## config.mk

```make
export PLATFORM = sky130hd
export DESIGN_NAME = bootLoader
export DESIGN_NICKNAME = d
export VERILOG_FILES = /design/src/verilog/systemPkg.sv /design/src/verilog/bootLoader.sv
export SDC_FILE = /design/constraint.sdc
export NUM_CORES = 1
export LEC_CHECK = 0
export ABC_CLOCK_PERIOD_IN_PS = 4100
export BUFFER_PORTS_ARGS = -buffer_cell sky130_fd_sc_hd__buf_4
export CORE_UTILIZATION = 28
export DETAILED_ROUTE_END_ITERATION = 8
export PLACE_DENSITY = 0.54
export SYNTH_ARGS = -nofsm -noshare
export SYNTH_HDL_FRONTEND = slang
export SYNTH_SLANG_ARGS = --single-unit
```

## constraint.sdc

```tcl
create_clock -name CPUClock -period 4.1 [get_ports CPUClock]
set_clock_uncertainty 0.1 [all_clocks]
set_input_delay 0.205 -clock CPUClock [delete_from_list [all_inputs] [get_ports CPUClock]]
set_output_delay 0.205 -clock CPUClock [all_outputs]
set_load 0.03 [all_outputs]
```

## src/verilog/systemPkg.sv

```systemverilog
package systemPkg;

    // Word RAM geometry
    localparam int RamWords    = 1024;
    localparam int RamAddrBits = 10;

    // Button port
    localparam int ButtonCount    = 7;
    // Lockout after an accepted change, short enough for simulation
    localparam int DebounceCycles = 16;
    localparam int DebounceBits   = $clog2(DebounceCycles + 1);

    // Settle time before the loader talks to the card
    localparam int ResetHoldCycles = 8;
    localparam int HoldBits        = $clog2(ResetHoldCycles + 1);

    // IO selects in the processor address
    localparam int IoButtonBit = 30;
    localparam int IoLedBit    = 29;

    // LED patterns per boot phase
    localparam logic [7:0] LedWaitPattern = 8'b0010_0100;
    localparam logic [7:0] LedSizePattern = 8'b0100_1001;
    localparam logic [7:0] LedLoadPattern = 8'b1001_0010;

    // Card command set of the simplified word protocol
    typedef enum logic [7:0] {
        SdReadOpcode = 8'h03
    } sdOpcodeT;

    typedef enum logic [1:0] {
        loaderWait,
        loaderSize,
        loaderWords,
        loaderRun
    } loaderStateT;

    typedef enum logic [2:0] {
        readerIdle,
        readerSelect,
        readerCommand,
        readerData,
        readerFinish
    } readerStateT;

endpackage
```

## src/verilog/bootLoader.sv

```systemverilog
`timescale 1ns/1ns

module bootLoader import systemPkg::*; (
    input  logic                   CPUClock,
    input  logic                   rstN,
    input  logic                   busy,
    input  logic                   wordValid,
    input  logic [31:0]            wordData,
    output logic                   start,
    output logic [31:0]            wordAddress,
    output logic                   loadWrite,
    output logic [RamAddrBits-1:0] loadAddress,
    output logic [31:0]            loadData,
    output logic                   holdCpu,
    output logic [7:0]             bootLeds
);

    loaderStateT          state;
    logic [HoldBits-1:0]  holdCount;
    logic [RamAddrBits:0] remaining;

    always_ff @(posedge CPUClock or negedge rstN) begin
        if (!rstN) begin
            state       <= loaderWait;
            holdCount   <= '0;
            remaining   <= '0;
            start       <= 1'b0;
            wordAddress <= '0;
            loadWrite   <= 1'b0;
            holdCpu     <= 1'b1;
        end else begin
            start     <= 1'b0;
            loadWrite <= 1'b0;
            case (state)
                loaderWait: begin
                    if (holdCount != HoldBits'(ResetHoldCycles - 1)) begin
                        holdCount <= holdCount + 1'b1;
                    end else if (!busy) begin
                        // Card word 0 holds the image length
                        wordAddress <= '0;
                        start       <= 1'b1;
                        state       <= loaderSize;
                    end
                end
                loaderSize: begin
                    if (wordValid) begin
                        if (wordData == '0) begin
                            state <= loaderRun;
                        end else if (!busy) begin
                            remaining   <= wordData[RamAddrBits:0];
                            wordAddress <= 32'd1;
                            start       <= 1'b1;
                            state       <= loaderWords;
                        end
                    end
                end
                loaderWords: begin
                    if (wordValid) begin
                        loadWrite <= 1'b1;
                        remaining <= remaining - 1'b1;
                        if (remaining == 1) begin
                            state <= loaderRun;
                        end else if (!busy) begin
                            wordAddress <= wordAddress + 1'b1;
                            start       <= 1'b1;
                        end
                    end
                end
                // One cycle after the last write the bus goes to the processor
                loaderRun: holdCpu <= 1'b0;
                default: state <= loaderRun;
            endcase
        end
    end

    // Card word k lands in RAM word k-1
    always_ff @(posedge CPUClock) begin
        if (state == loaderWords && wordValid) begin
            loadAddress <= wordAddress[RamAddrBits-1:0] - 1'b1;
            loadData    <= wordData;
        end
    end

    always_comb begin
        case (state)
            loaderWait: bootLeds = LedWaitPattern;
            loaderSize: bootLeds = LedSizePattern;
            default:    bootLeds = LedLoadPattern;
        endcase
    end

    // Image must fit into the word RAM
    assert property (@(posedge CPUClock) disable iff (!rstN)
        (state == loaderSize && wordValid) |-> wordData <= RamWords);

endmodule

```

Yosys cells after proc, flatten, opt, wreduce, memory -nomap -nowiden:

Index checks and enable logic that the tools add are counted.

* mux-type cells: 32
* add/sub/neg operators: 4
* reduce and logical (&&, ||, !) cells: 9
* equal/unequal tests: 15

Operator list (count)
* $mux 32: 8
* $pmux 32 s3: 1
* $mux 11: 4
* $add 32x1->32 const B: 1
* $logic_not 32->1: 1
* $pmux 11 s2: 1
* $ne 2x2->1 const B: 9
* $pmux 8 s2: 1
* $mux 2: 7
* $eq 11x1->1 const B: 1
* $sub 11x1->11 const B: 1
* $sub 10x1->10 const B: 1
* $reduce_and 9->1: 1
* $mux 1: 8
* $reduce_and 7->1: 1
* $pmux 2 s3: 1
* $reduce_and 5->1: 1
* $add 4x1->4 const B: 1
* $eq 2x2->1 const B: 2
* $ne 4x3->1 const B: 1
* $ne 3x3->1 const B: 1
* $pmux 1 s3: 1
* $reduce_bool 3->1: 1
* $eq 2x1->1 const B: 1
* other kinds (4): 4

* bits in registers: 94
* word-level logic and storage cells: 69

Depth between registers and ports, before layout:

Gate-level depths: netlist of run 1.

* word-level depth: 5
* gate-level depth with buffers: 10

Worst setup path before layout of run 1:

OpenSTA, ideal clock, no wires.

* path type: register to register
* from: reg state[0]
* to: reg remaining[8]
* arrival: 2.786 ns
* cell stages (with the launch flop): 8
* data required time: 3.860 ns
* library setup time: 0.140 ns
* clock period less this slack: 3.027 ns
* setup slack: 1.073 ns
* path buffers: 1
* cell sequence: dfrtp_1 > inv_1 > ha_1 > buf_6 > and2_1 > nand2_1 > a2111oi_0 > a211oi_1

* cells in the longest elaborated chain, start to end: 3
* elaborated cells on any way between the ends: 9
* those cells by class: 6 x eq/ne; 1 x mux; 2 x reduce/logical

Ends and longest elaborated chain
* start: declaration: RTL line bootLoader.sv:18 `loaderStateT state;`
* start signal: assignment: RTL line bootLoader.sv:24 `state <= loaderWait;`
* start signal: assignment: RTL line bootLoader.sv:42 `state <= loaderSize;`
* start signal: assignment: RTL line bootLoader.sv:48 `state <= loaderRun;`
* $eq 2x1->1 or $eq 2x2->1 (tied branches): RTL line bootLoader.sv:34 `case (state)`
* $ne 2x2->1 (no source line) or $reduce_bool 2->1 (tied branches)
* $reduce_and 5->1 (no source line)
* end signal: assignment: RTL line bootLoader.sv:50 `remaining <= wordData[RamAddrBits:0];`
* end signal: assignment: RTL line bootLoader.sv:60 `remaining <= remaining - 1'b1;`
* end: declaration: RTL line bootLoader.sv:20 `logic [RamAddrBits:0] remaining;`

Several ways; a longest one is shown, not always the timed one.
A chain may end at the register's enable or synchronous reset.

Worst setup path in the final report of run 1:

* from: reg state[0]
* to: reg wordAddress[6]

* cells in the longest elaborated chain, start to end: 3
* elaborated cells on any way between the ends: 14
* those cells by class: 10 x eq/ne; 1 x mux; 3 x reduce/logical

Ends and longest elaborated chain
* $eq 2x2->1 (tied with other cells): RTL line bootLoader.sv:34
* $ne 2x2->1 (no source line) or $reduce_bool 3->1 (tied branches)
* $reduce_and 9->1 (no source line)
* end signal: assignment: RTL line bootLoader.sv:64 `wordAddress <= wordAddress + 1'b1;`
* end: declaration: RTL line bootLoader.sv:10 `output logic [31:0] wordAddress,`

Several ways; a longest one is shown, not always the timed one.

==> reports/qor.csv, run 1 <==
metric,value,unit
status,"finished, final reports clean",
grt_pass1_vias,4288,
cp.arrival,3.27,ns
power.leakage,2.66,nW
clk_latency,0.35,ns
firstDrtPassIters,5,
pin_count,121,
layout.nets,633,
critPathKind,register to register,
final_core_util,38.9,%
yosysWarningCount,0,
port_buffers,120,
reg2reg_from,state[0],
antenna_found_initial,0,
finalSetupTns,0,ns
place.gp.congestion,0.777,
grt_overflow,0,
synth-main-ff-cell,dfrtp_1,
critical_path_buf_inv_count,4,
worstMarginPinSlew,0.940,ns
grt_start_max_net_pins,53,
hpwl,9270,um
max_cap_viol_count,0,
wl,13800,um
htreeDepth,3,
ys_ff_latch,94,
die-area,18000,um^2
clk_pin_slew_worst_paths,0.07,ns
rows,47,
cts_sinks,94,
rsz0062_at_grt,no,
routedWlPerCell,17.0,um
hp-start,wordValid,
cts_buffers,9,
grt_use_total,15.7,%
grt_pass1_wl,22300,um
ant_nets,0,
ctsLongestPathBuffers,2,
syn_area,4890,um^2
synthDistinctLibCells,62,
vias,4300,
die_w,134,um
worstSetupStartpoint,state[0],
cts_tree,built,
avgViaCountPerCell,5.30,
finalSetupViolations,0,
drc,0,
cpPeakStageDelay,0.77,ns
start_util,29.1,%
nFillCells,1640,
n_antenna_cell,0,
crit_family,buffers and inverters,
slew_headroom,37.4,%
async_flop_share,55.3,%
drt_iter0_drc,242,
synth_top_cell_area_share,26.1,%
netlist_instances,452,
pwr_density_cell,560,nW/um^2
max_freq,320,MHz
critPathSlowestCell,or3_1,
crit_chain,inv_1 -> ha_1 -> buf_4 -> inv_1 -> o2bb2ai_1 -> nand4b_1 -> or3_1 -> buf_4 -> o41ai_2,
ir_worst_vdd,0.349,mV
period_share,76.1,%
design.core.area,16800,um^2
die_h,134,um
finalHoldViolCount,0,
final-max-slew-violation-count,0,
synth_top_area_cell,dfrtp_1,
synth.avg_cell_area,10.8,um^2
yosys-top-cells-area,"dfrtp_1 26%, edfxtp_1 26%, o31ai_1 5.7%",
fin_crit,3.12,ns
cp-end-kind,register,
cp-start-kind,register,
ys_seq_area_share,52.5,%
root_buffer,clkbuf_16,
min_path_type,primary input to register,
crit_path_max_fanout,22,
syn_nets,498,
layout-drive-gt1-share,26.9,%
required,4.25,ns
synth_edf_count,42,
areaGrowthSynthToFinish,33.9,%
[metrics by stage]
| step | hold WS [ns] | cell area [um^2] | power, W | std cells | setup slack [ns] |
|---|---|---|---|---|---|
| 2_1_floorplan | -0.191 | 4890 | 0.00243 | 452 | 1.07 |
| 3_3_place_gp | 0.204 | 5920 | 0.00280 | 762 | 1.03 |
| 3_5_place_dp | 0.212 | 5920 | 0.00283 | 762 | 1.00 |
| 4_1_cts | 0.169 | 6540 | 0.00370 | 812 | 0.971 |
| 5_1_grt | 0.180 | 6540 | 0.00390 | 812 | 0.750 |
| 6_report | 0.183 | 6540 | 0.00367 | 812 | 0.979 |
[state kept, by name, indices dropped and copies added (netlist names)]
signal	count
holdCount	4
holdCpu	1
loadAddress	10
loadData	32
loadWrite	1
remaining	11
start	1
state	2
wordAddress	32
[Yosys cell counts, types with 10 or more instances]
cell      number
a21oi_1       15
buf_2         15
clkbuf_1      12
dfrtp_1       51
edfxtp_1      42
ha_1          10
inv_1         14
nand2_1       27
nand3_1       21
nand4_1       13
nor2_1        24
nor3_1        24
nor4_1        14
o31ai_1       37
[placed cells by master (no fill, tap or decap), types with 5 or more instances in the layout]
master	count
nand2_1	27
and3_1	5
inv_1	14
nand4_1	13
o31ai_1	37
buf_4	129
o21ai_1	6
mux2i_1	5
ha_1	10
a31oi_1	8
nor2_1	24
a21oi_1	15
clkbuf_16	9
nor4_1	14
dfrtp_1	51
xor2_1	7
dlygate4sd3_1	34
and2_1	7
a41oi_1	6
a211oi_1	7
o32ai_1	7
edfxtp_1	42
nor3_1	23
nand4b_1	5
nand3_1	21
[worst paths after layout]
check | depth (start not counted) | slack (ns) | endpoint
max | 9 | 0.98 | wordAddress[6]
min | 4 | 0.18 | start
max reg2reg | 9 | 0.98 | wordAddress[6]
min reg2reg | 1 | 0.39 | holdCpu
max in group asynchronous | 2 | 3.08 | holdCount[1]
min in group asynchronous | 2 | 0.35 | loadWrite
[routing by layer]
| layer | GRT usage, % | vias to the layer above | routed length (um) |
|---|---|---|---|
| li1 | - | 2032 | - |
| met1 | 21.2 | 2095 | 6420 |
| met2 | 25.1 | 161 | 6320 |
| met3 | 3.44 | 12 | 921 |
| met4 | 5.18 | 0 | 143 |
| met5 | 0 | - | 0 |
[cell type report]
| cell class | count | area (um^2) | area share (%) |
|---|---|---|---|
| Clock inverter | 7 | 62.6 | 0.956 |
| Sequential cell | 94 | 2560 | 39.2 |
| Multi-Input combinational cell | 305 | 2060 | 31.4 |
| Timing Repair Buffer | 163 | 1310 | 20.0 |
| Tap cell | 220 | 275 | 4.21 |
| Clock buffer | 9 | 225 | 3.44 |
| Inverter | 14 | 52.6 | 0.803 |
[worst register-to-register path, stage by stage (launching register included)]
cell and delay (ns):
dfrtp_1 0.40, inv_1 0.09, ha_1 0.19, buf_4 0.19, inv_1 0.46, o2bb2ai_1 0.19, nand4b_1 0.12, or3_1 0.77
buf_4 0.31, o41ai_2 0.19
[kinds of logic (layout without fill, tap and decap cells)]
| logic type | count (synthesis) | after routing | share of synthesized area [%] |
|---|---|---|---|
| AND/OR/NAND/NOR | 162 | 162 | 17.9 |
| AO/OA/AOI/OAI | 116 | 116 | 18.2 |
| flip-flops | 94 | 94 | 52.5 |
| buffers and inverters | 53 | 193 | 5.61 |
| adder cells (fa/ha/maj) | 10 | 10 | 2.56 |
| XOR/XNOR | 9 | 9 | 1.61 |
| multiplexers | 8 | 8 | 1.72 |
[repair_timing]
item                                   4_1_cts  5_1_grt
gates resized for setup                      0        0
endpoints found under the hold margin       84        0
setup buffers                                0        0
hold buffers                                34        0
[power by group]
group,switching [W],leakage [nW],internal [W]
logic,0.000966,1.45,0.000540
registers,0.000144,1.06,0.00119
clock network,0.000401,0.145,0.000427
total,0.00151,2.66,0.00216
(Power assumes the default switching activity.)
==> run 2, diff against run 1 <==
- ABC_CLOCK_PERIOD_IN_PS: 4100 -> 2600
- PLACE_DENSITY: 0.54 -> 0.56
- clock period: 4.1 -> 2.6 ns (I/O delays scaled with it)
==> run 2 against run 1 <==
Register-to-register slack got worse by 0.79 ns. Hold slack got worse by 0.087 ns. Count of clock-buffer cells in the layout rose by 5. Clock power rose by 59%. Highest routed layer unchanged.
==> reports/qor.csv, run 2 (synthesis results as in run 1) <==
metric,value,unit
layout-drive-gt1-share,29.2,%
cp-start-kind,register,
placed_cell_area,6060,um^2
pin_count,121,
critPathKind,register to register,
ir_worst_vdd,0.311,mV
final_area,6750,um^2
vias,4361,
cp-end-kind,register,
crit_path_max_fanout,24,
power.leakage,2.77,nW
n_antenna_cell,0,
ctsLongestPathBuffers,2,
routedWlPerCell,16.6,um
holdWs,0.0958,ns
drc,0,
port_buffers,120,
finalHoldViolCount,0,
htreeDepth,3,
firstDrtPassIters,5,
place.gp.congestion,0.831,
period_share,92.8,%
cp.arrival,2.56,ns
grt_use_total,15.5,%
worstMarginPinSlew,0.733,ns
max_cap_viol_count,0,
areaGrowthSynthToFinish,38.0,%
max_freq,415,MHz
top_regs,"loadData (32), wordAddress (32), remaining (11)",
drt_iter0_drc,271,
grt_overflow,0,
nFillCells,1638,
die-area,18000,um^2
avgViaCountPerCell,5.25,
wl,13800,um
grt_pass1_wl,22000,um
grt_start_max_net_pins,53,
final_common_cell,buf_4,
hpwl,9500,um
fin_crit,2.41,ns
final_cell_mix,"146 x buf_4, 51 x dfrtp_1, 42 x edfxtp_1",
pwr_density_cell,884,nW/um^2
seq_area,2560,um^2
die_w,134,um
crit_chain,inv_1 -> ha_1 -> o21ba_1 -> o2bb2ai_1 -> nand4b_1 -> or3_1 -> buf_12 -> o41ai_1,
cts_sinks,94,
required,2.75,ns
rows,47,
slew_headroom,50.7,%
clk_pin_slew_worst_paths,0.07,ns
status,"finished, final reports clean",
start_util,29.1,%
root_buffer,clkbuf_16,
clk_latency,0.35,ns
cts_tree,built,
critPathSlowestCell,or3_1,
antenna_found_initial,0,
layout.nets,651,
die_h,134,um
cts_buffers,9,
min_path_type,primary input to register,
final-max-slew-violation-count,0,
design.core.area,16800,um^2
rsz0062_at_grt,no,
multiInputGateArea,2100,um^2
grt_pass1_vias,4177,
cpPeakStageDelay,0.45,ns
ant_nets,0,
finalSetupViolations,0,
finalSetupTns,0,ns
run 2: report_power, final:
part / leakage [nW] / switching [W] / total, W / internal [W]
combinational: 1.56 / 0.00158 / 0.00254 / 0.000962
clock: 0.145 / 0.000563 / 0.00132 / 0.000761
sequential: 1.06 / 0.000215 / 0.00209 / 0.00188
run 2: worst max-delay path: cells and delay by family, from the launching register on:
family,cells,cell delay [ns]
compound gates,3,0.64
simple gates,2,0.61
flops,1,0.41
fa+ha+maj,1,0.27
buf+inv,2,0.26
run 2: final timing paths:
| kind | from | endpoint | slack [ns] | cells past startpoint |
|---|---|---|---|---|
| setup / recovery | state[1] | wordAddress[15] | 0.19 | 8 |
| hold / removal | wordValid | start | 0.1 | 4 |
| setup reg to reg | state[1] | wordAddress[15] | 0.19 | 8 |
| hold reg to reg | holdCpu | holdCpu | 0.38 | 1 |
| max in group asynchronous | rstN | wordAddress[12] | 1.63 | 2 |
| min in group asynchronous | rstN | state[1] | 0.28 | 2 |
run 2: layer usage:
layer / part of all wire (%) / GRT usage [%]
met1: 46 / 21.1
met2: 46 / 24.3
met3: 6.8 / 2.83
met4: 1.7 / 6.30
met5: 0 / 0
run 2: final cells by class:
cell class                 count  area share (%)
clock inverter                 2           0.204
tap                          220            4.08
sequential                    94            38.0
inverter                      14           0.779
clock buffer                  14            4.23
timing repair buffer         181            21.6
multi-input combinational    305            31.1
run 2: timing repair:
item	4_1_cts	5_1_grt
endpoints found under the hold margin	88	0
buffers inserted	0	1
gates resized for setup	0	4
hold buffers	34	0
setup endpoints to repair	0	8
run 2: through the flow:
stage | cells | power [W] | utilization [%] | setup WS, ns
after floorplan | 452 | 0.00385 | - | 0.0663
after CTS | 829 | 0.00601 | 39.9 | 0.112
final | 830 | 0.00596 | 40.1 | 0.188
after global placement | 779 | 0.00456 | 36.1 | 0.254
after global routing | 830 | 0.00633 | 40.1 | 0.0227
after detailed placement | 779 | 0.00461 | 36.1 | 0.116
