`src/verilog/systemPkg.sv`:
```
package systemPkg;

    // Word RAM geometry
    localparam int RamWords    = 1024;
    localparam int RamAddrBits = 10;

    // Button port
    localparam int ButtonCount    = 7;
    // Lockout after an accepted change, short enough for simulation
    localparam int DebounceCycles = 16;
    localparam int DebounceBits   = $clog2(DebounceCycles + 1);

    // Settle time before the loader talks to the card
    localparam int ResetHoldCycles = 8;
    localparam int HoldBits        = $clog2(ResetHoldCycles + 1);

    // IO selects in the processor address
    localparam int IoButtonBit = 30;
    localparam int IoLedBit    = 29;

    // LED patterns per boot phase
    localparam logic [7:0] LedWaitPattern = 8'b0010_0100;
    localparam logic [7:0] LedSizePattern = 8'b0100_1001;
    localparam logic [7:0] LedLoadPattern = 8'b1001_0010;

    // Card command set of the simplified word protocol
    typedef enum logic [7:0] {
        SdReadOpcode = 8'h03
    } sdOpcodeT;

    typedef enum logic [1:0] {
        loaderWait,
        loaderSize,
        loaderWords,
        loaderRun
    } loaderStateT;

    typedef enum logic [2:0] {
        readerIdle,
        readerSelect,
        readerCommand,
        readerData,
        readerFinish
    } readerStateT;

endpackage
```
`src/verilog/busDecoder.sv`:
```
`timescale 1ns/1ns

module busDecoder import systemPkg::*; (
    input  logic                   CPUClock,
    input  logic                   rstN,
    input  logic                   holdCpu,
    input  logic [7:0]             bootLeds,
    input  logic                   loadWrite,
    input  logic [RamAddrBits-1:0] loadAddress,
    input  logic [31:0]            loadData,
    input  logic [31:0]            cpuAddress,
    input  logic [31:0]            cpuWriteData,
    input  logic                   cpuRead,
    input  logic                   cpuWrite,
    output logic [31:0]            cpuReadData,
    output logic                   cpuDone,
    output logic [7:0]             led,
    output logic                   ramRead,
    output logic                   ramWrite,
    output logic [RamAddrBits-1:0] ramAddress,
    output logic [31:0]            ramWriteData,
    input  logic [31:0]            ramReadData,
    input  logic                   ramReadReady,
    input  logic                   ramWriteDone,
    input  logic [ButtonCount-1:0] buttons
);

    logic                   buttonAccess;
    logic                   ledAccess;
    logic                   cpuRamAccess;
    logic                   ramPendingQ;
    logic                   ioPendingQ;
    logic                   buttonSelQ;
    logic [7:0]             ledReg;
    logic [ButtonCount-1:0] buttonData;

    // Address decode once the loader has let go
    assign buttonAccess = !holdCpu && cpuRead && cpuAddress[IoButtonBit];
    assign ledAccess    = !holdCpu && cpuWrite && cpuAddress[IoLedBit];
    assign cpuRamAccess = !holdCpu && (cpuRead || cpuWrite) && !buttonAccess && !ledAccess;

    // RAM master select
    assign ramRead      = cpuRamAccess && cpuRead;
    assign ramWrite     = holdCpu ? loadWrite : (cpuRamAccess && cpuWrite);
    assign ramAddress   = holdCpu ? loadAddress : cpuAddress[RamAddrBits+1:2];
    assign ramWriteData = holdCpu ? loadData : cpuWriteData;

    always_ff @(posedge CPUClock or negedge rstN) begin
        if (!rstN) begin
            ramPendingQ <= 1'b0;
            ioPendingQ  <= 1'b0;
            buttonSelQ  <= 1'b0;
            ledReg      <= '0;
        end else begin
            ramPendingQ <= cpuRamAccess;
            ioPendingQ  <= buttonAccess || ledAccess;
            buttonSelQ  <= buttonAccess;
            if (ledAccess) begin
                ledReg <= cpuWriteData[7:0];
            end
        end
    end

    // Button value captured with the read so it lines up with RAM data
    always_ff @(posedge CPUClock) begin
        if (buttonAccess) begin
            buttonData <= buttons;
        end
    end

    assign cpuDone     = ioPendingQ || (ramPendingQ && (ramReadReady || ramWriteDone));
    assign cpuReadData = buttonSelQ ? {{(32 - ButtonCount){1'b0}}, buttonData} : ramReadData;
    assign led         = holdCpu ? bootLeds : ledReg;

    assert property (@(posedge CPUClock) disable iff (!rstN) !(cpuRead && cpuWrite));

    // Processor must stay quiet during boot
    assert property (@(posedge CPUClock) disable iff (!rstN)
        holdCpu |-> !(cpuRead || cpuWrite));

endmodule

```
`config.mk`:
```
export PLATFORM = sky130hd
export DESIGN_NAME = busDecoder
export DESIGN_NICKNAME = d
export VERILOG_FILES = /design/src/verilog/systemPkg.sv /design/src/verilog/busDecoder.sv
export SDC_FILE = /design/constraint.sdc
export NUM_CORES = 1
export LEC_CHECK = 0
export BUFFER_PORTS_ARGS = -buffer_cell sky130_fd_sc_hd__buf_4
export CELL_PAD_IN_SITES_DETAIL_PLACEMENT = 2
export CELL_PAD_IN_SITES_GLOBAL_PLACEMENT = 2
export CORE_MARGIN = 2
export CORE_UTILIZATION = 12
export DETAILED_ROUTE_END_ITERATION = 10
export GPL_ROUTABILITY_DRIVEN = 0
export PLACE_DENSITY_LB_ADDON = 0.1
export SLEW_MARGIN = 20
export SYNTH_ARGS = -nofsm -noshare
export SYNTH_HDL_FRONTEND = slang
export SYNTH_SLANG_ARGS = --single-unit
```
`constraint.sdc`:
```
create_clock -name CPUClock -period 1 [get_ports CPUClock]
set_input_delay 0.05 -clock CPUClock [delete_from_list [all_inputs] [get_ports CPUClock]]
set_output_delay 0.05 -clock CPUClock [all_outputs]
set_load 0.05 [all_outputs]
```
After elaboration in Yosys (flattened, before gate mapping)
Cells that the tools add are included.
{ "classes": {"addsub": 0, "n_mul": 0, "div": 0, "n_lt_le_gt_ge": 0, "eq_ne": 0, "n_shift": 0, "muxes": 5, "bitwise": 0, "n_reduce_logical": 17} }
{ "op_table": {"columns": ["operator", "count"], "rows": [
  ["$mux W32", 2],
  ["$logic_and A1 B1 Y1", 10],
  ["$mux W10", 1],
  ["$mux W8", 1],
  ["$logic_or A1 B1 Y1", 4],
  ["$logic_not A1 Y1", 3],
  ["$mux W1", 1]
]} }
{ "totals": {"ff_bits": 18, "latchBits": 0, "ramBits": 0, "romBits": 0, "in_bits": 161, "out_inout_bits": 85, "word_cells": 27, "memories": 0} }

Depth between registers and ports, before layout
Gate-level depths: netlist of the first run.
{ "depth": {"depth_word": 8, "depth_mapped": 4, "ltp_nobuf": 2} }

Worst setup path before layout of the first run
No wires, ideal clock.
{ "synth_path": {"path_type": "input port to output port", "start": "input port holdCpu", "end": "output port ramWrite", "arrival_ps": 1352, "required_time_ps": 950, "setup_slack_ps": -402, "stages": 3, "n_path_buf": 2, "cell_sequence": "buf_6 buf_6 o41ai_2"} }
{ "synth_via": {"elab_chain_cells": 8, "elab_cells_between_ends": 12, "classes_between": "mux: 1; reduce/logical: 11"} }
{ "synth_rtl": {"columns": ["item", "line_no", "rtl"], "rows": [
  ["start: declaration", "busDecoder.sv:6", "input logic holdCpu,"],
  ["$logic_not A1 Y1", "busDecoder.sv:38, busDecoder.sv:39, busDecoder.sv:40", null],
  ["$logic_and A1 B1 Y1 (2 in a row)", "busDecoder.sv:38", "assign buttonAccess = !holdCpu && cpuRead && cpuAddress[IoButtonBit];"],
  ["$logic_not A1 Y1", "busDecoder.sv:40", "assign cpuRamAccess = !holdCpu && (cpuRead || cpuWrite) && !buttonAccess && !ledAccess;"],
  ["$logic_and A1 B1 Y1 (2 in a row)", "busDecoder.sv:40", null],
  ["$logic_and A1 B1 Y1", "busDecoder.sv:44", "assign ramWrite = holdCpu ? loadWrite : (cpuRamAccess && cpuWrite);"],
  ["$mux W1 (*)", "busDecoder.sv:44", null],
  ["end: declaration", "busDecoder.sv:19", "output logic ramWrite,"]
]} }
Mark *: on every way between the ends. The rest lies on a longest branch, timed or not.

Worst setup path after layout of the first run
{ "layout_path": {"start": "register buttonSelQ", "end": "output port cpuReadData[2]"} }
{ "layout_via": {"elab_chain_cells": 1} }
{ "layout_rtl": {"columns": ["item", "line_no", "rtl"], "rows": [
  ["start: declaration", "busDecoder.sv:33", "logic buttonSelQ;"],
  ["start signal: assignment", "busDecoder.sv:57", "buttonSelQ <= buttonAccess;"],
  ["$mux W32", "busDecoder.sv:72", "assign cpuReadData = buttonSelQ ? {{(32 - ButtonCount){1'b0}}, buttonData} : ramReadData;"],
  ["end: declaration", "busDecoder.sv:15", "output logic [31:0] cpuReadData,"]
]} }
No other way between the ends.

==> flow_metrics.tcl, run 1 <==
set metrics [dict create \
    portBuffers 225 \
    syn_area_per_cell_um2 12.0 \
    rsz0062_at_grt "true" \
    path_delay_family "flip-flops" \
    cts_tree "yes" \
    viasPerCell 3.77 \
    drt_iter0_drc 35 \
    die_width_um 119 \
    routed_wl_um 9010 \
    final.setup.tns_ns -10.70 \
    hpwl_um 7190 \
    htreeDepth 1 \
    insertion_delay_ns 0.25 \
    hold_viol_final 0 \
    maxCapViolations 0 \
    power.density_nw_per_um2 1060 \
    initial_core_util_pct 12.4 \
    crit_slowest_cell "dfrtp_2" \
    synth_flop_cell "dfrtp_1" \
    synth_edf_count 7 \
    fin_crit_ns 1.33 \
    fp-row-count 41 \
    synth_top_area_cell "mux2_1" \
    syn_nets 292 \
    path_max_fanout 6 \
    die_height_um 119 \
    ys_async_sr_fraction_pct 61.1 \
    die-area_um2 14100 \
    cts_buffers 3 \
    r2r_cells 2 \
    post-route-util_pct 34.1 \
    antenna-diode-count 0 \
    crit_type "flop to output port" \
    area_delta_synth_final_pct 175 \
    holdPathStages 2 \
    ys_types 21 \
    pin_count 246 \
    finalSetupViolCount 40 \
    grt_first_pass_wirelength_um 13300 \
    cp.arrival_ns 1.28 \
    clkSinkCount 18 \
    clk_pin_slew_ns 0.05 \
    wl_per_cell_um 16.4 \
    coreArea_um2 12700 \
    fin_ws_ns -0.331 \
    status "finished, violations left" \
    power.leakage_nw 2.17 \
    synth_top_area_share_pct 27.1 \
    drcViolationCount 0 \
    syn_inst 131 \
    post-route-period-util_pct 133 \
    crit_buf_inv 2 \
    yosys_warnings 0 \
    synthesis.area_um2 1580 \
    required_ns 0.95 \
    violations "negative setup slack" \
    yosysMostFrequentCell "mux2_1" \
    antenna_found_initial 0 \
    hp-class "input pin to flop" \
    cp.depth 3 \
    dp_slack_ns -0.107 \
    cts_buffer_depth 2 \
    synthTopCellsByCount "mux2_1 (38), nor2b_1 (25), mux2_2 (19), dfrtp_1 (11), mux2_4 (8)" \
    critPathCaptureType "output port" \
    fin_skew_ns 0 \
    track_usage_pct 11.9 \
    vias 2068 \
    fmax_mhz 751 \
    seq_area_frac_synth_pct 30.8 \
    first_pass_iters 5 \
    grt_pass1_vias 2358 \
    drv_slew 0 \
    fin_nets 539 \
    grt_max_degree 16 \
    worst_pin_slew_ns 0.252 \
    crit_path_start_kind "flop" \
    ys_seq_elements 18 \
    overflow 0 \
    ant_nets 0 \
    root_buffer "clkbuf_16" \
    maxSlewHeadroom_pct 83.1 \
    irDropWorstVdd_uv 505 \
    drive_above_1_share_pct 82.2 \
    path_cells "buf_8, mux2_4, buf_6" \
    synth_area_leaders "mux2_1 (27%), dfrtp_1 (17%), mux2_2 (14%)" \
    slowest_delay_ns 0.42 \
]
-- metal layers --
metal / part of all wire (%) / GRT usage (%)
met5: 0 / 0
met4: 0 / 0.893
met2: 51 / 21.3
met3: 12 / 5.74
met1: 37 / 13.3
-- layout make-up --
type	count	area [um2]
clock buffers	4	88.8
fillers	1422	8380
inverters	2	7.51
multi-input cells	102	1270
flip-flops and latches	18	487
well taps	172	215
repair buffers	251	2270
-- power by group --
group          total (mW)  internal [mW]  leakage [nW]  switching [mW]
Combinational        2.79           1.31          1.93            1.49
Clock               0.887          0.609        0.0442           0.278
Sequential          0.898          0.853         0.197          0.0452
-- flip-flops by register name (all words and copies together), names as in the netlist --
signal / count
buttonSelQ: 1
ioPendingQ: 1
buttonData: 7
ramPendingQ: 1
ledReg: 8
-- logic make-up (layout without fill, tap and decap cells) --
family,Yosys count,count (layout),share of synthesized area [%]
DFF,18,18,30.8
AOI/OAI and AO/OA,4,4,2.78
buffers and inverters,11,257,4.44
and+or+nand+nor,33,33,13.7
muxes,65,65,48.3
-- worst reg2reg max path, stage by stage (launching register included) --
cell and delay (ns):
dfrtp_1 0.38, buf_4 0.13, mux2_4 0.25
-- cells in the final DEF (no fill, tap or decap) --
master and instances:
and2_1 1, nor2b_4 24, dfrtp_1 10, dlygate4sd3_1 8, nor3b_1 1, nor2_1 2, buf_4 186, buf_8 8
nand2_1 1, o41ai_4 1, nand3b_4 1, inv_1 2, mux2_4 17, clkbuf_16 5, o21ai_1 1, nor2b_2 1
buf_16 3, clkbuf_8 1, dfrtp_2 1, mux2_2 16, nor3b_4 1, mux2_1 32, nand2b_1 1, a2111oi_4 1
buf_12 5, edfxtp_1 7, buf_6 39, a22oi_1 1
-- metrics by stage --
stage               instances  cell area (um2)  hold slack, ns  power, mW
floorplan                 131             1780          -0.246       2.41
global placement          526             3710         -0.0934       3.37
detailed placement        526             3710         -0.0978       3.39
CTS                       545             4220          0.0335       4.58
global route              549             4340          0.0390       4.79
finish                    549             4340          0.0382       4.58
-- timing repair --
item | 4_1_cts | 5_1_grt
hold endpoints to repair | 18 | 0
resized for setup | 65 | 14
cloned | 3 | 2
hold buffers | 8 | 0
setup endpoints to repair | 80 | 55
setup buffers | 4 | 2
-- worst paths after layout --
| check | from | endpoint | slack, ns |
|---|---|---|---|
| max | buttonSelQ | cpuReadData[2] | -0.33 |
| min | cpuWriteData[5] | ledReg[5] | 0.04 |
| max reg2reg | ledReg[6] | ledReg[6] | 0.12 |
| min reg2reg | ledReg[5] | ledReg[5] | 0.52 |
| max in group asynchronous | rstN | buttonSelQ | 0.63 |
| min in group asynchronous | rstN | ledReg[7] | 0.20 |
No activity file was read; power rests on OpenSTA's default activity.
==> run 2: changes to the inputs <==
Settings changed: ABC_AREA from default to 1, CORE_UTILIZATION 12 to 10, RECOVER_POWER from default to 25.
==> run 2 against run 1 <==
Net effect:
- the flow still finishes with violations (negative setup slack)
- via count is 31% higher
- wire length is 11% higher
- area after synthesis is 3.3% higher
- critical path depth stayed put
- die area is 23% higher
- power is 4.4% lower
- critical path type unchanged
- largest cell class unchanged
==> flow_metrics.tcl, run 2 <==
set metrics [dict create \
    status "finished, violations left" \
    violations "negative setup slack" \
    required_ns 0.95 \
    fp-row-count 46 \
    ant_nets 0 \
    viasPerCell 3.61 \
    die_width_um 132 \
    finalSetupViolCount 67 \
    die-area_um2 17300 \
    synth_edf_count 7 \
    syn_inst 291 \
    portBuffers 225 \
    syn_nets 452 \
    final_cell_mix "buf_4 (192), nand2_1 (148), inv_1 (46), buf_6 (36), nor2_4 (23)" \
    post-route-period-util_pct 127 \
    r2r_end "ledReg[2]" \
    hpwl_um 8090 \
    rsz0062_at_grt "true" \
    drv_slew 0 \
    drt_iter0_drc 46 \
    final_common_cell "buf_4" \
    yosys_warnings 0 \
    cp.arrival_ns 1.22 \
    power_frac_comb_pct 61.3 \
    maxSlewHeadroom_pct 75.3 \
    fin_skew_ns 0 \
    fin_crit_ns 1.27 \
    grt_pass1_vias 3017 \
    cts_buffers 3 \
    grt_first_pass_wirelength_um 15800 \
    antenna-diode-count 0 \
    switching_share_pct 43.8 \
    power_switching_mw 1.92 \
    synthTopCellsByCount "nand2_1 (153), inv_1 (46), nor2_1 (29), o21ai_0 (16)" \
    hp-class "input pin to flop" \
    synth_flop_cell "dfrtp_1" \
    power.density_nw_per_um2 1020 \
    pin_count 246 \
    area_delta_synth_final_pct 163 \
    largest_reg_flops 8 \
    finalPower_mw 4.38 \
    fin_ws_ns -0.275 \
    worst_pin_slew_ns 0.371 \
    grt_max_degree 29 \
    worstSetupStartpoint "buttonSelQ" \
    power.leakage_nw 2.38 \
    synth_top_area_share_pct 35.3 \
    power_frac_seq_pct 20.1 \
    min-delay-start "cpuWriteData[5]" \
    wl_per_cell_um 13.3 \
    worst_r2r_startpoint "ledReg[2]" \
    critPathCaptureType "output port" \
    endpoint "cpuReadData[6]" \
    ys_async_sr_fraction_pct 61.1 \
    antenna_found_initial 0 \
    post-route-util_pct 27.0 \
    internal_power_mw 2.46 \
    ys_seq_elements 18 \
    irDropWorstVdd_uv 391 \
    ys_types 13 \
    overflow 0 \
    vias 2700 \
    fin_nets 693 \
    drcViolationCount 0 \
    reg_top3 "ledReg x8, buttonData x7" \
    routed_wl_um 9960 \
    track_usage_pct 11.3 \
    seq_area_frac_synth_pct 29.8 \
    r2r_cells 3 \
    synthesis.area_um2 1630 \
    insertion_delay_ns 0.25 \
    yosysMostFrequentCell "nand2_1" \
    die_height_um 132 \
    maxCapViolations 0 \
    fmax_mhz 784 \
    cts_tree "yes" \
    drive_above_1_share_pct 56.7 \
    crit_path_start_kind "flop" \
    root_buffer "clkbuf_16" \
    crit_type "flop to output port" \
    regMostFlops "ledReg" \
    synth_area_leaders "nand2_1 (35%), dfrtp_1 (17%), edfxtp_1 (13%)" \
    initial_core_util_pct 10.3 \
    clk_pin_slew_ns 0.05 \
    power_frac_clock_pct 18.6 \
    coreArea_um2 15900 \
    cts_buffer_depth 2 \
    first_pass_iters 3 \
    synth_top_area_cell "nand2_1" \
    clkSinkCount 18 \
    htreeDepth 1 \
    n_fill_cell 1913 \
    hold_viol_final 0 \
    path_max_fanout 16 \
    syn_area_per_cell_um2 5.60 \
    rrSetupSlack_ns 0.26 \
]
-- run 2: metrics by stage --
stage,hold WS (ns),setup slack [ns],setup TNS (ns),instance area (um2),cells
5_1_grt,0.0895,-0.339,-13.77,4290,747
3_3_place_gp,-0.0886,-0.0589,-0.450,3910,728
3_5_place_dp,-0.0935,-0.0746,-0.657,3910,728
6_report,0.0791,-0.275,-7.50,4290,747
4_1_cts,0.0786,-0.290,-7.48,4250,742
2_1_floorplan,-0.246,-0.114,-1.74,1890,291
-- run 2: final cells by class --
class / count / area [um2] / share of cell area [%]
tap: 216 / 270 / 6.30
timing repair buffer: 252 / 2160 / 50.3
inverter: 47 / 181 / 4.23
clock inverter: 1 / 3.75 / 0.0875
multi-input combinational: 210 / 1110 / 26.0
sequential: 18 / 487 / 11.3
clock buffer: 3 / 75.1 / 1.75
-- run 2: repair_timing --
action                                  in CTS  in global routing
endpoints found under the setup margin      36                 43
hold buffers                                 8                  0
gates cloned                                 1                  0
pin swaps                                    4                  3
endpoints found under the hold margin       18                  0
resized for setup                           40                 17
setup buffers                                1                  5
-- run 2: routing by layer --
metal / routed length (um) / share of wire [%] / vias to the layer above / global-route usage, %
li1: - / - / 1336 / -
met1: 3660 / 37 / 1216 / 12.0
met2: 5110 / 51 / 144 / 20.9
met3: 1110 / 11 / 4 / 4.36
met4: 78 / 0.78 / 0 / 2.54
met5: 0 / 0 / - / 0
-- run 2: worst min-delay path by stage --
| stage | endpoint | slack [ns] | cells after the start |
|---|---|---|---|
| after CTS | ledReg[1] | 0.08 | 3 |
| after global placement | ledReg[3] | -0.09 | 1 |
| after detailed placement | ledReg[3] | -0.09 | 1 |
| after floorplan | buttonSelQ | -0.25 | 0 |
| after global routing | ledReg[3] | 0.09 | 3 |
| final | ledReg[5] | 0.08 | 3 |
-- run 2: worst max-delay path, cell delays in order (launching register included) --
cell and delay, ns:
dfrtp_2 0.46, buf_12 0.18, o21ai_2 0.16, buf_6 0.17
-- run 2: power by group through the flow --
stage	logic (mW)	clock network [mW]	registers [mW]
global placement	2.48	0	0.894
global route	2.86	0.892	0.888
CTS	2.65	0.851	0.882
finish	2.68	0.815	0.880
floorplan	1.50	0	0.881
detailed placement	2.51	0	0.895
-- run 2: logic make-up (layout without fill, tap and decap cells) --
| group | count (synthesis) | in the layout | share of synthesized area (%) |
|---|---|---|---|
| DFF | 18 | 18 | 29.8 |
| and+or+nand+nor | 186 | 186 | 43.9 |
| buffers and inverters | 63 | 303 | 17.1 |
| AOI/OAI and AO/OA | 24 | 24 | 9.22 |
