--- config.mk ---
export PLATFORM = sky130hd
export DESIGN_NAME = sdWordReader
export DESIGN_NICKNAME = d
export VERILOG_FILES = /design/src/verilog/systemPkg.sv /design/src/verilog/sdWordReader.sv
export SDC_FILE = /design/constraint.sdc
export NUM_CORES = 1
export LEC_CHECK = 0
export ABC_AREA = 1
export BUFFER_PORTS_ARGS = -buffer_cell sky130_fd_sc_hd__buf_2
export CAP_MARGIN = 20
export CORE_ASPECT_RATIO = 1.25
export CORE_UTILIZATION = 40
export DETAILED_ROUTE_END_ITERATION = 6
export GPL_ROUTABILITY_DRIVEN = 0
export GPL_TIMING_DRIVEN = 1
export HOLD_SLACK_MARGIN = 0.05
export PLACE_DENSITY = 0.62
export SYNTH_ARGS = -nofsm -noshare
export SYNTH_HDL_FRONTEND = slang
export SYNTH_SLANG_ARGS = --single-unit
--- constraint.sdc ---
create_clock -name CPUClock -period 2.49 [get_ports CPUClock]
set_clock_uncertainty 0.2 [all_clocks]
set_input_delay 0.1245 -clock CPUClock [delete_from_list [all_inputs] [get_ports CPUClock]]
set_output_delay 0.1245 -clock CPUClock [all_outputs]
set_load 0.03 [all_outputs]
--- src/verilog/systemPkg.sv ---
package systemPkg;

    // Word RAM geometry
    localparam int RamWords    = 1024;
    localparam int RamAddrBits = 10;

    // Button port
    localparam int ButtonCount    = 7;
    // Lockout after an accepted change, short enough for simulation
    localparam int DebounceCycles = 16;
    localparam int DebounceBits   = $clog2(DebounceCycles + 1);

    // Settle time before the loader talks to the card
    localparam int ResetHoldCycles = 8;
    localparam int HoldBits        = $clog2(ResetHoldCycles + 1);

    // IO selects in the processor address
    localparam int IoButtonBit = 30;
    localparam int IoLedBit    = 29;

    // LED patterns per boot phase
    localparam logic [7:0] LedWaitPattern = 8'b0010_0100;
    localparam logic [7:0] LedSizePattern = 8'b0100_1001;
    localparam logic [7:0] LedLoadPattern = 8'b1001_0010;

    // Card command set of the simplified word protocol
    typedef enum logic [7:0] {
        SdReadOpcode = 8'h03
    } sdOpcodeT;

    typedef enum logic [1:0] {
        loaderWait,
        loaderSize,
        loaderWords,
        loaderRun
    } loaderStateT;

    typedef enum logic [2:0] {
        readerIdle,
        readerSelect,
        readerCommand,
        readerData,
        readerFinish
    } readerStateT;

endpackage
--- src/verilog/sdWordReader.sv ---
`timescale 1ns/1ns

module sdWordReader import systemPkg::*; (
    input  logic        CPUClock,
    input  logic        rstN,
    input  logic        start,
    input  logic [31:0] wordAddress,
    output logic        busy,
    output logic        wordValid,
    output logic [31:0] wordData,
    output logic        sdCs,
    output logic        sdClk,
    output logic        sdMosi,
    input  logic        sdMiso
);

    readerStateT state;
    logic [39:0] cmdShift;
    logic [31:0] rxShift;
    logic [5:0]  bitCount;
    logic        sampleEdge;

    // Opcode and address leave MSB first
    assign sdMosi = cmdShift[39];

    // sdClk is about to rise during the data phase
    assign sampleEdge = (state == readerData) && !sdClk;

    always_ff @(posedge CPUClock or negedge rstN) begin
        if (!rstN) begin
            state     <= readerIdle;
            busy      <= 1'b0;
            wordValid <= 1'b0;
            sdCs      <= 1'b1;
            sdClk     <= 1'b0;
            cmdShift  <= '1;
            bitCount  <= '0;
        end else begin
            wordValid <= 1'b0;
            case (state)
                readerIdle: begin
                    if (start) begin
                        busy     <= 1'b1;
                        cmdShift <= {SdReadOpcode, wordAddress};
                        state    <= readerSelect;
                    end
                end
                readerSelect: begin
                    sdCs     <= 1'b0;
                    bitCount <= '0;
                    state    <= readerCommand;
                end
                readerCommand: begin
                    if (!sdClk) begin
                        sdClk <= 1'b1;
                    end else begin
                        // Falling edge, next command bit
                        sdClk    <= 1'b0;
                        cmdShift <= {cmdShift[38:0], 1'b1};
                        if (bitCount == 6'd39) begin
                            bitCount <= '0;
                            state    <= readerData;
                        end else begin
                            bitCount <= bitCount + 1'b1;
                        end
                    end
                end
                readerData: begin
                    if (!sdClk) begin
                        sdClk <= 1'b1;
                    end else begin
                        sdClk <= 1'b0;
                        if (bitCount == 6'd31) begin
                            state <= readerFinish;
                        end else begin
                            bitCount <= bitCount + 1'b1;
                        end
                    end
                end
                readerFinish: begin
                    sdCs      <= 1'b1;
                    busy      <= 1'b0;
                    wordValid <= 1'b1;
                    state     <= readerIdle;
                end
                default: state <= readerIdle;
            endcase
        end
    end

    // Receive path
    always_ff @(posedge CPUClock) begin
        if (sampleEdge) begin
            rxShift <= {rxShift[30:0], sdMiso};
        end
        if (state == readerFinish) begin
            wordData <= rxShift;
        end
    end

    // The loader must wait for the previous word before asking again
    assert property (@(posedge CPUClock) disable iff (!rstN) start |-> !busy);

endmodule

# ---- Yosys cells after proc, flatten, opt, wreduce, memory -nomap -nowiden
# Cells that the tools add are included.
dict set report op_classes {
  mux 19
  n_reduce_logical 12
  n_addsub 1
  n_eq_ne 12
}
# operator n
set op_table {}
lappend op_table {{two-way mux 40 bit} 2}
lappend op_table {{one-hot mux 40 bit (2 select lines)} 1}
lappend op_table {{two-way mux 6 bit} 4}
lappend op_table {{one-hot mux 6 bit (3 select lines)} 1}
lappend op_table {{two-way mux 3 bit} 5}
lappend op_table {{one-hot mux 3 bit (4 select lines)} 1}
lappend op_table {{!= test 2 bit (second input constant)} 5}
lappend op_table {{adder 6 x 1 -> 6 bit (second input constant)} 1}
lappend op_table {{== test 3 x 2 -> 1 bit (second input constant)} 2}
lappend op_table {{== test 6 x 5 -> 1 bit (second input constant)} 1}
lappend op_table {{== test 6 bit (second input constant)} 1}
lappend op_table {{nonzero test 2 bit} 3}
lappend op_table {{AND reduction 5 bit} 1}
lappend op_table {{one-hot mux 1 bit (2 select lines)} 2}
lappend op_table {{AND reduction 4 bit} 1}
lappend op_table {{== test 3 x 1 -> 1 bit (second input constant)} 1}
lappend op_table {{== test 3 bit (second input constant)} 1}
lappend op_table {{logical NOT 3 bit} 1}
lappend op_table {{two-way mux 1 bit} 3}
lappend op_table {{AND reduction 3 bit} 1}
lappend op_table {{nonzero test 3 bit} 1}
lappend op_table {{!= test 2 x 1 -> 1 bit (second input constant)} 1}
lappend op_table {{AND reduction 2 bit} 1}
lappend op_table {{OR reduction 2 bit} 1}
lappend op_table {{2 further kinds} 2}
dict set report word_totals {
  regBits 117
  inputBits 36
  output_inout_bits 37
}

# ---- Logic depth before layout (Yosys ltp)
# Gate-level depths: netlist of the first run.
dict set report depth {
  depth_word 4
  ltp_mapped 9
  depth_no_buf 9
}

# ---- Worst setup path before layout of the first run
# No wires, ideal clock.
dict set report synth_timing {
  path_type {register -> register}
  start {register state[1]}
  end {register wordData[0], enable pin}
  arrival_time_ns 2.142
  required_time_ns 1.866
  stages_incl_launch_ff 5
  n_path_buf 1
  slack_ns -0.276
  path_cell_list {dfrtp_1 > buf_2 > nor2_1 > inv_1 > nor2_1}
}
dict set report synth_via {
  elab_chain_len 1
}
# element line
set synth_rtl {}
lappend synth_rtl {{start: declaration} sdWordReader.sv:17} ;# readerStateT state;
lappend synth_rtl {{start signal: assignment} sdWordReader.sv:31} ;# state <= readerIdle;
lappend synth_rtl {{start signal: assignment} sdWordReader.sv:45} ;# state <= readerSelect;
lappend synth_rtl {{start signal: assignment} sdWordReader.sv:51} ;# state <= readerCommand;
lappend synth_rtl {{== test 3 bit} sdWordReader.sv:96} ;# if (state == readerFinish) begin
lappend synth_rtl {{end signal: assignment} sdWordReader.sv:97} ;# wordData <= rxShift;
lappend synth_rtl {{end: declaration} sdWordReader.sv:10} ;# output logic [31:0] wordData,
# No other way between the ends.
# A chain may end at the register's enable or synchronous reset.

# ---- Worst setup path after layout of the first run
dict set report layout_timing {
  start {register state[1]}
  end {register rxShift[1], enable pin}
}
dict set report layout_via {
  elab_chain_len 2
}
# element line
set layout_rtl {}
lappend layout_rtl {{== test 3 x 2 -> 1 bit} sdWordReader.sv:27} ;# assign sampleEdge = (state == readerData) && !sdClk;
lappend layout_rtl {{logical AND 1 bit} sdWordReader.sv:27}
lappend layout_rtl {{net sampleEdge} sdWordReader.sv:21} ;# logic sampleEdge;
lappend layout_rtl {{end signal: assignment} sdWordReader.sv:94} ;# rxShift <= {rxShift[30:0], sdMiso};
lappend layout_rtl {{end: declaration} sdWordReader.sv:19} ;# logic [31:0] rxShift;
# The timed path passes the listed nets, and every way through them passes these cells.

==> results of run 1 <==
cells in the mapped netlist:
master / number
edfxtp_1: 64
buf_2: 2
o21ai_0: 39
nand3b_1: 1
ha_1: 1
inv_1: 87
nand2_1: 102
dfrtp_1: 12
xnor2_1: 1
clkbuf_1: 5
nor2_2: 1
clkbuf_2: 1
a21oi_1: 3
nor2_1: 14
nand2_2: 1
nand4_1: 3
nor3b_4: 1
nand3_1: 48
o21ai_1: 7
dfstp_2: 41
buf_4: 7
layout make-up:
class	instances	area share, %
clock inverters	15	3.15
well taps	135	2.73
clock buffers	17	6.86
repair buffers	114	12.6
inverters	87	5.27
multi-input cells	222	16.2
flip-flops and latches	117	53.2
path summary, 6_finish.rpt:
| check | to |
|---|---|
| setup reg to reg | rxShift[1] |
| hold / removal | wordData[31] |
| hold reg to reg | wordData[31] |
| min in group asynchronous | cmdShift[24] |
| max in group asynchronous | wordValid |
| setup / recovery | rxShift[1] |
where the power goes:
group | switching [mW] | internal [mW]
clock network | 0.898 | 1.60
registers | 0 | 2.03
logic | 0.0408 | 0.0603
total | 0.938 | 3.69
per-stage QoR:
stage	util, %	setup WS [ps]	power, mW	cells	hold WS, ps
global placement	46.2	720	2.13	639	-136
global route	54.9	470	4.77	707	238
CTS	54.9	646	4.67	707	222
floorplan	-	261	2.08	441	-371
finish	54.9	643	4.63	707	220
detailed placement	46.2	635	2.13	639	-130
flip-flops by register name, summed over array words and instances (netlist names):
name,flops
cmdShift,40
wordData,32
busy,1
state,3
sdCs,1
rxShift,32
wordValid,1
bitCount,6
sdClk,1
metal layers:
layer  wire length [um]  GRT usage (%)  part of all wire [%]  up-vias
li1                   -              -                     -     1653
met1               3910           19.0                    46     1581
met2               4190           24.9                    49       84
met3                333           3.90                   3.9        9
met4                109           7.17                   1.3        0
met5                  0              0                     0        -
logic make-up (layout without fill, tap and decap cells):
group / Yosys count / after routing / synth area share [%]
xor+xnor: 1 / 1 / 0.186
buf+inv: 102 / 233 / 8.76
simple gates: 171 / 171 / 15.6
flops: 117 / 117 / 70.0
compound gates: 49 / 49 / 5.20
fa+ha+maj: 1 / 1 / 0.265
repair_timing:
action / 4_1_cts / 5_1_grt
setup buffers: 0 / 0
hold endpoints to repair: 61 / 0
hold buffers: 36 / 0
worst max-delay path: cells and delay by family (launching register included):
family | cells | cell delay [ps]
buffers and inverters | 1 | 370
DFF | 1 | 570
and+or+nand+nor | 2 | 350
==> metrics.cfg, run 1 <==
[cells_and_area]
multi_input_comb_area_um2=1000
fillers=995
final_nets=596
layout_common_cells=nand2_1, inv_1, buf_2
fin_area_um2=6200
regArea_um2=3300
drive_above_1_share_pct=27.3
num_antenna_cells=0
area_delta_synth_final_pct=31.5
final_common_cell=nand2_1

[flow_run]
max_cap_violations=0

[global_routing]
grt_max_degree=81
grt-ovfl-total=0
grt_pass1_vias=3037
grt_pass1_wl_um=14100
antenna_found_initial=0
grt_usage_pct=15.2

[route]
drt-pass1-iter-count=4
wl_per_cell_um=12.1
ant_nets=0
wl_um=8540
vias_per_cell=4.71
drtIter0Drc=171
drcViolationCount=0
num_vias=3327

[clock_tree]
h-tree-depth=4
cts_tree=yes
path_clk_slew_ps=60
clock_tree.buffer_depth=2
cts_resized=0
cts-root-buf=clkbuf_16
clk_latency_ps=400
cts.sinks=117
cts_buffers=17

[placement]
io_buffers=72
post-dp-hpwl_um=5230
place_area_um2=5220

[synth]
synth_area_per_cell_um2=10.7
yosysUniqueCellTypes=21
synth_warnings=0
syn-num-nets=478
synth-seq-cells=117
synthTopCellsByArea=edfxtp_1, dfstp_2, nand2_1
yosysTopAreaCellShare_pct=40.8
syn_area_um2=4710
postSynthCellCount=441
ys_seq_area_share_pct=70.0
yosys.area.top_type=edfxtp_1

[worst_setup_path]
crit_path_max_fanout=32
critPathKind=flip-flop to flip-flop
cp.required_ps=2350
max_stage_delay_ps=570
cp-startpoint=state[1]
arrival_ps=1710
cp_cell_sequence=nand3b_1 -> nor2_2 -> buf_4
cp-start-kind=flip-flop
worstReg2RegStart=state[1]
cpMaxStageDelayCell=dfrtp_1
end_kind=flip-flop
r2r_cells=3
r2r_slack_ps=640

[hold_path]
hold_path_startpoint=rxShift[31]
hold_depth=0
worstHoldPathType=flip-flop to flip-flop

[timing]
fin_tns_setup_ps=0
worst_pin_slew_ps=461
fin_crit_sh_pct=74.2
setup_viol=0
slew_headroom_pct=69.3
final_max_slew_viol_count=0
max_freq_mhz=541
finalHoldViolCount=0
fin_crit_ps=1850
rsz0062_at_grt=false

[power]
power-per-cell-area_nw_per_um2=747
peakVddDrop_mv=0.403
p_leak_nw=3.07

[run_status]
status=completed

[floorplanning]
io_pins=73
start_util_pct=41.7
die_w_um=99.1
die_h_um=123
core_area_um2=11300
die_area_um2=12200
fp-row-count=43

Power figures use the tool's default switching activity.
==> run 2, diff against run 1 <==
ABC_AREA = 0   (was 1)
clock period = 1.5 ns   (was 2.49 ns; I/O delays follow)
==> run 2 against run 1 <==
  * Highest routed layer unchanged
  * Largest power group unchanged
  * Fmax is 5.6% higher
  * The run now ends with setup timing left
  * Routed wire length rose by 17%
  * Sequential cell count stayed put
  * Power up 67%
  * Final cell count is 9.9% lower
  * Register-to-register slack got worse by 890 ps
  * Combinational power increased by 110%
  * Synthesized area shrank 3.2%
==> metrics.cfg, run 2 <==
[run_status]
status=finished with violations  ; was completed
violations=setup timing

[floorplanning]
fp-row-count=43  ; unchanged
die_h_um=121  ; was 123 um
start_util_pct=41.1  ; was 41.7%
core_area_um2=11100  ; was 11300 um2
io_pins=73  ; unchanged
die_w_um=97.5  ; was 99.1 um
die_area_um2=11800  ; was 12200 um2

[clock_tree]
clk_latency_ps=400  ; about the same
cts_tree=yes  ; unchanged
clock_tree.buffer_depth=2  ; unchanged
path_clk_slew_ps=60  ; about the same
cts.sinks=117  ; unchanged
cts_buffers=17  ; unchanged
cts-root-buf=clkbuf_16  ; unchanged
h-tree-depth=4  ; unchanged

[timing]
fin_crit_sh_pct=117  ; was 74.2%
finalHoldViolCount=0  ; unchanged
fin_crit_ps=1750  ; was 1850 ps
setup_viol=113  ; was 0
final_max_slew_viol_count=0  ; unchanged
fin_ws_ps=-249  ; was 643 ps
max_freq_mhz=572  ; was 541 MHz
rsz0062_at_grt=true  ; was false
worst_pin_slew_ps=506  ; was 461 ps
slew_headroom_pct=66.1  ; was 69.3%
fin_tns_setup_ps=-22110  ; was 0 ps

[synth]
yosys.area.top_type=edfxtp_1  ; unchanged
postSynthCellCount=313  ; was 441
syn_area_um2=4560  ; was 4710 um2
synth-seq-cells=117  ; unchanged
synth_area_per_cell_um2=14.6  ; was 10.7 um2
synth_warnings=0  ; unchanged
post-synth-top-count-cell=edfxtp_1  ; was nand2_1
yosysTopAreaCellShare_pct=42.2  ; was 40.8%
synthFlopType=edfxtp_1  ; unchanged
syn-num-nets=350  ; was 478
ys_seq_area_share_pct=72.4  ; was 70.0%
synth_enable_flop_cells=64  ; unchanged
synth_common_cells=edfxtp_1, nand2_1, dfstp_2, o21ai_1, mux2i_1  ; was nand2_1, inv_1, edfxtp_1, nand3_1, dfstp_2
yosysUniqueCellTypes=44  ; was 21
synthTopCellsByArea=edfxtp_1, dfstp_2, mux2i_1  ; was edfxtp_1, dfstp_2, nand2_1
synthArstFlopShare_pct=45.3  ; unchanged

[global_routing]
grt_pass1_wl_um=14400  ; was 14100 um
use_met1_pct=19.7  ; was 19.0%
grt.busiest_layer=met2  ; unchanged
antenna_found_initial=0  ; unchanged
grt_max_degree=54  ; was 81
grt_usage_pct=15.9  ; was 15.2%
grt_pass1_vias=3002  ; was 3037
grt-ovfl-total=0  ; unchanged
met2_usage_pct=25.7  ; was 24.9%
gr-usage-met3_pct=5.01  ; was 3.90%

[placement]
dp_slack_ps=-261  ; was 635 ps
io_buffers=72  ; unchanged
dpl.cell_count=537  ; was 639
post-dp-hpwl_um=5040  ; was 5230 um
place_area_um2=5290  ; was 5220 um2

[cells_and_area]
regMostFlops=cmdShift  ; unchanged
final_common_cell=buf_2  ; was nand2_1
multi_input_comb_area_um2=1360  ; was 1000 um2
stdcell_count=637  ; was 707
drive_above_1_share_pct=53.0  ; was 27.3%
fin_area_um2=7020  ; was 6200 um2
largest_reg_flops=40  ; unchanged
reg_top3=cmdShift x40, rxShift x32, wordData x32  ; unchanged
regArea_um2=3310  ; was 3300 um2
area_delta_synth_final_pct=54.0  ; was 31.5%
final_nets=526  ; was 596
fillers=795  ; was 995
num_antenna_cells=0  ; unchanged
layout_common_cells=buf_2, edfxtp_1, nand2_1, dfstp_2, dlygate4sd3_1  ; was nand2_1, inv_1, buf_2

[worst_setup_path]
cp.required_ps=1410  ; was 2350 ps
arrival_ps=1660  ; was 1710 ps
worstReg2RegStart=state[0]  ; was state[1]
crit_path_max_fanout=16  ; was 32
crit_buf_inv=3  ; was 1
max_stage_delay_ps=470  ; was 570 ps
end_kind=flip-flop  ; unchanged
cp-start-kind=flip-flop  ; unchanged
cpMaxStageDelayCell=dfrtp_2  ; was dfrtp_1
cp-startpoint=state[0]  ; was state[1]
critPathTopFamily=flip-flops  ; unchanged
critPathKind=flip-flop to flip-flop  ; unchanged
cp_cell_sequence=buf_6 -> buf_4 -> nor2_4 -> and2_4 -> buf_12  ; was nand3b_1 -> nor2_2 -> buf_4

[hold_path]
hold_path_startpoint=sdMiso  ; was rxShift[31]
worstHoldPathType=input port to flip-flop  ; was flip-flop to flip-flop

[power]
totalPowerFinal_mw=7.73  ; was 4.63 mW
p_leak_nw=3.13  ; was 3.07 nW
peakVddDrop_mv=0.576  ; was 0.403 mV
power-per-cell-area_nw_per_um2=1100  ; was 747 nW/um2

[route]
drt-pass1-iter-count=4  ; unchanged
num_vias=3150  ; was 3327
wl_per_cell_um=15.6  ; was 12.1 um
drtIter0Drc=118  ; was 171
drcViolationCount=0  ; unchanged
wl_um=9960  ; was 8540 um
ant_nets=0  ; unchanged
vias_per_cell=4.95  ; was 4.71

[flow_run]
max_cap_violations=0  ; unchanged

==> run 2: final cells by class <==
class	count	share of cell area, %
Clock buffer	17	6.06
Clock inverter	15	2.57
Inverter	3	0.160
Multi-Input combinational cell	177	19.3
Sequential cell	117	47.1
Tap cell	135	2.41
Timing Repair Buffer	173	22.4
==> run 2: worst paths after layout <==
path                            slack, ps  depth (start not counted)           end
worst max-delay path                 -250                          5  wordData[23]
min in group asynchronous             600                          4   bitCount[5]
max in group asynchronous             210                          4   cmdShift[2]
worst min register to register        240                          0  wordData[31]
worst max register to register       -250                          5  wordData[23]
worst min-delay path                  200                          2    rxShift[0]
==> run 2: timing repair <==
action	in CTS	in global routing
cloned	2	14
hold buffers	36	0
pin swaps	5	12
setup buffers	12	4
resized for setup	27	46
setup endpoints to repair	114	114
hold endpoints to repair	88	0
==> run 2: routing by layer <==
layer	vias to the layer above	wire length, um
met5	-	0
li1	1503	-
met4	0	161
met1	1546	4290
met2	88	5130
met3	13	373
==> run 2: power breakdown <==
part | switching [mW] | total (mW) | leakage (nW) | internal [mW]
Clock | 1.57 | 4.09 | 0.296 | 2.52
Combinational | 0.0898 | 0.216 | 1.68 | 0.126
Sequential | 0.0156 | 3.42 | 1.15 | 3.41
==> run 2: kinds of logic (layout without fill, tap and decap cells) <==
kind of cell | Yosys count | in the layout | share of synthesized area, %
xor+xnor | 2 | 2 | 0.384
simple gates | 78 | 78 | 8.23
fa+ha+maj | 1 | 1 | 0.274
compound gates | 64 | 64 | 7.99
buf+inv | 19 | 208 | 3.73
flops | 117 | 117 | 72.4
mux | 32 | 32 | 7.03
==> run 2: through the flow <==
stage,hold WS [ps],util [%]
after floorplan,-421,-
after CTS,186,58.5
after global routing,188,63.4
after global placement,-107,47.7
after detailed placement,-85.8,47.7
final,197,63.4
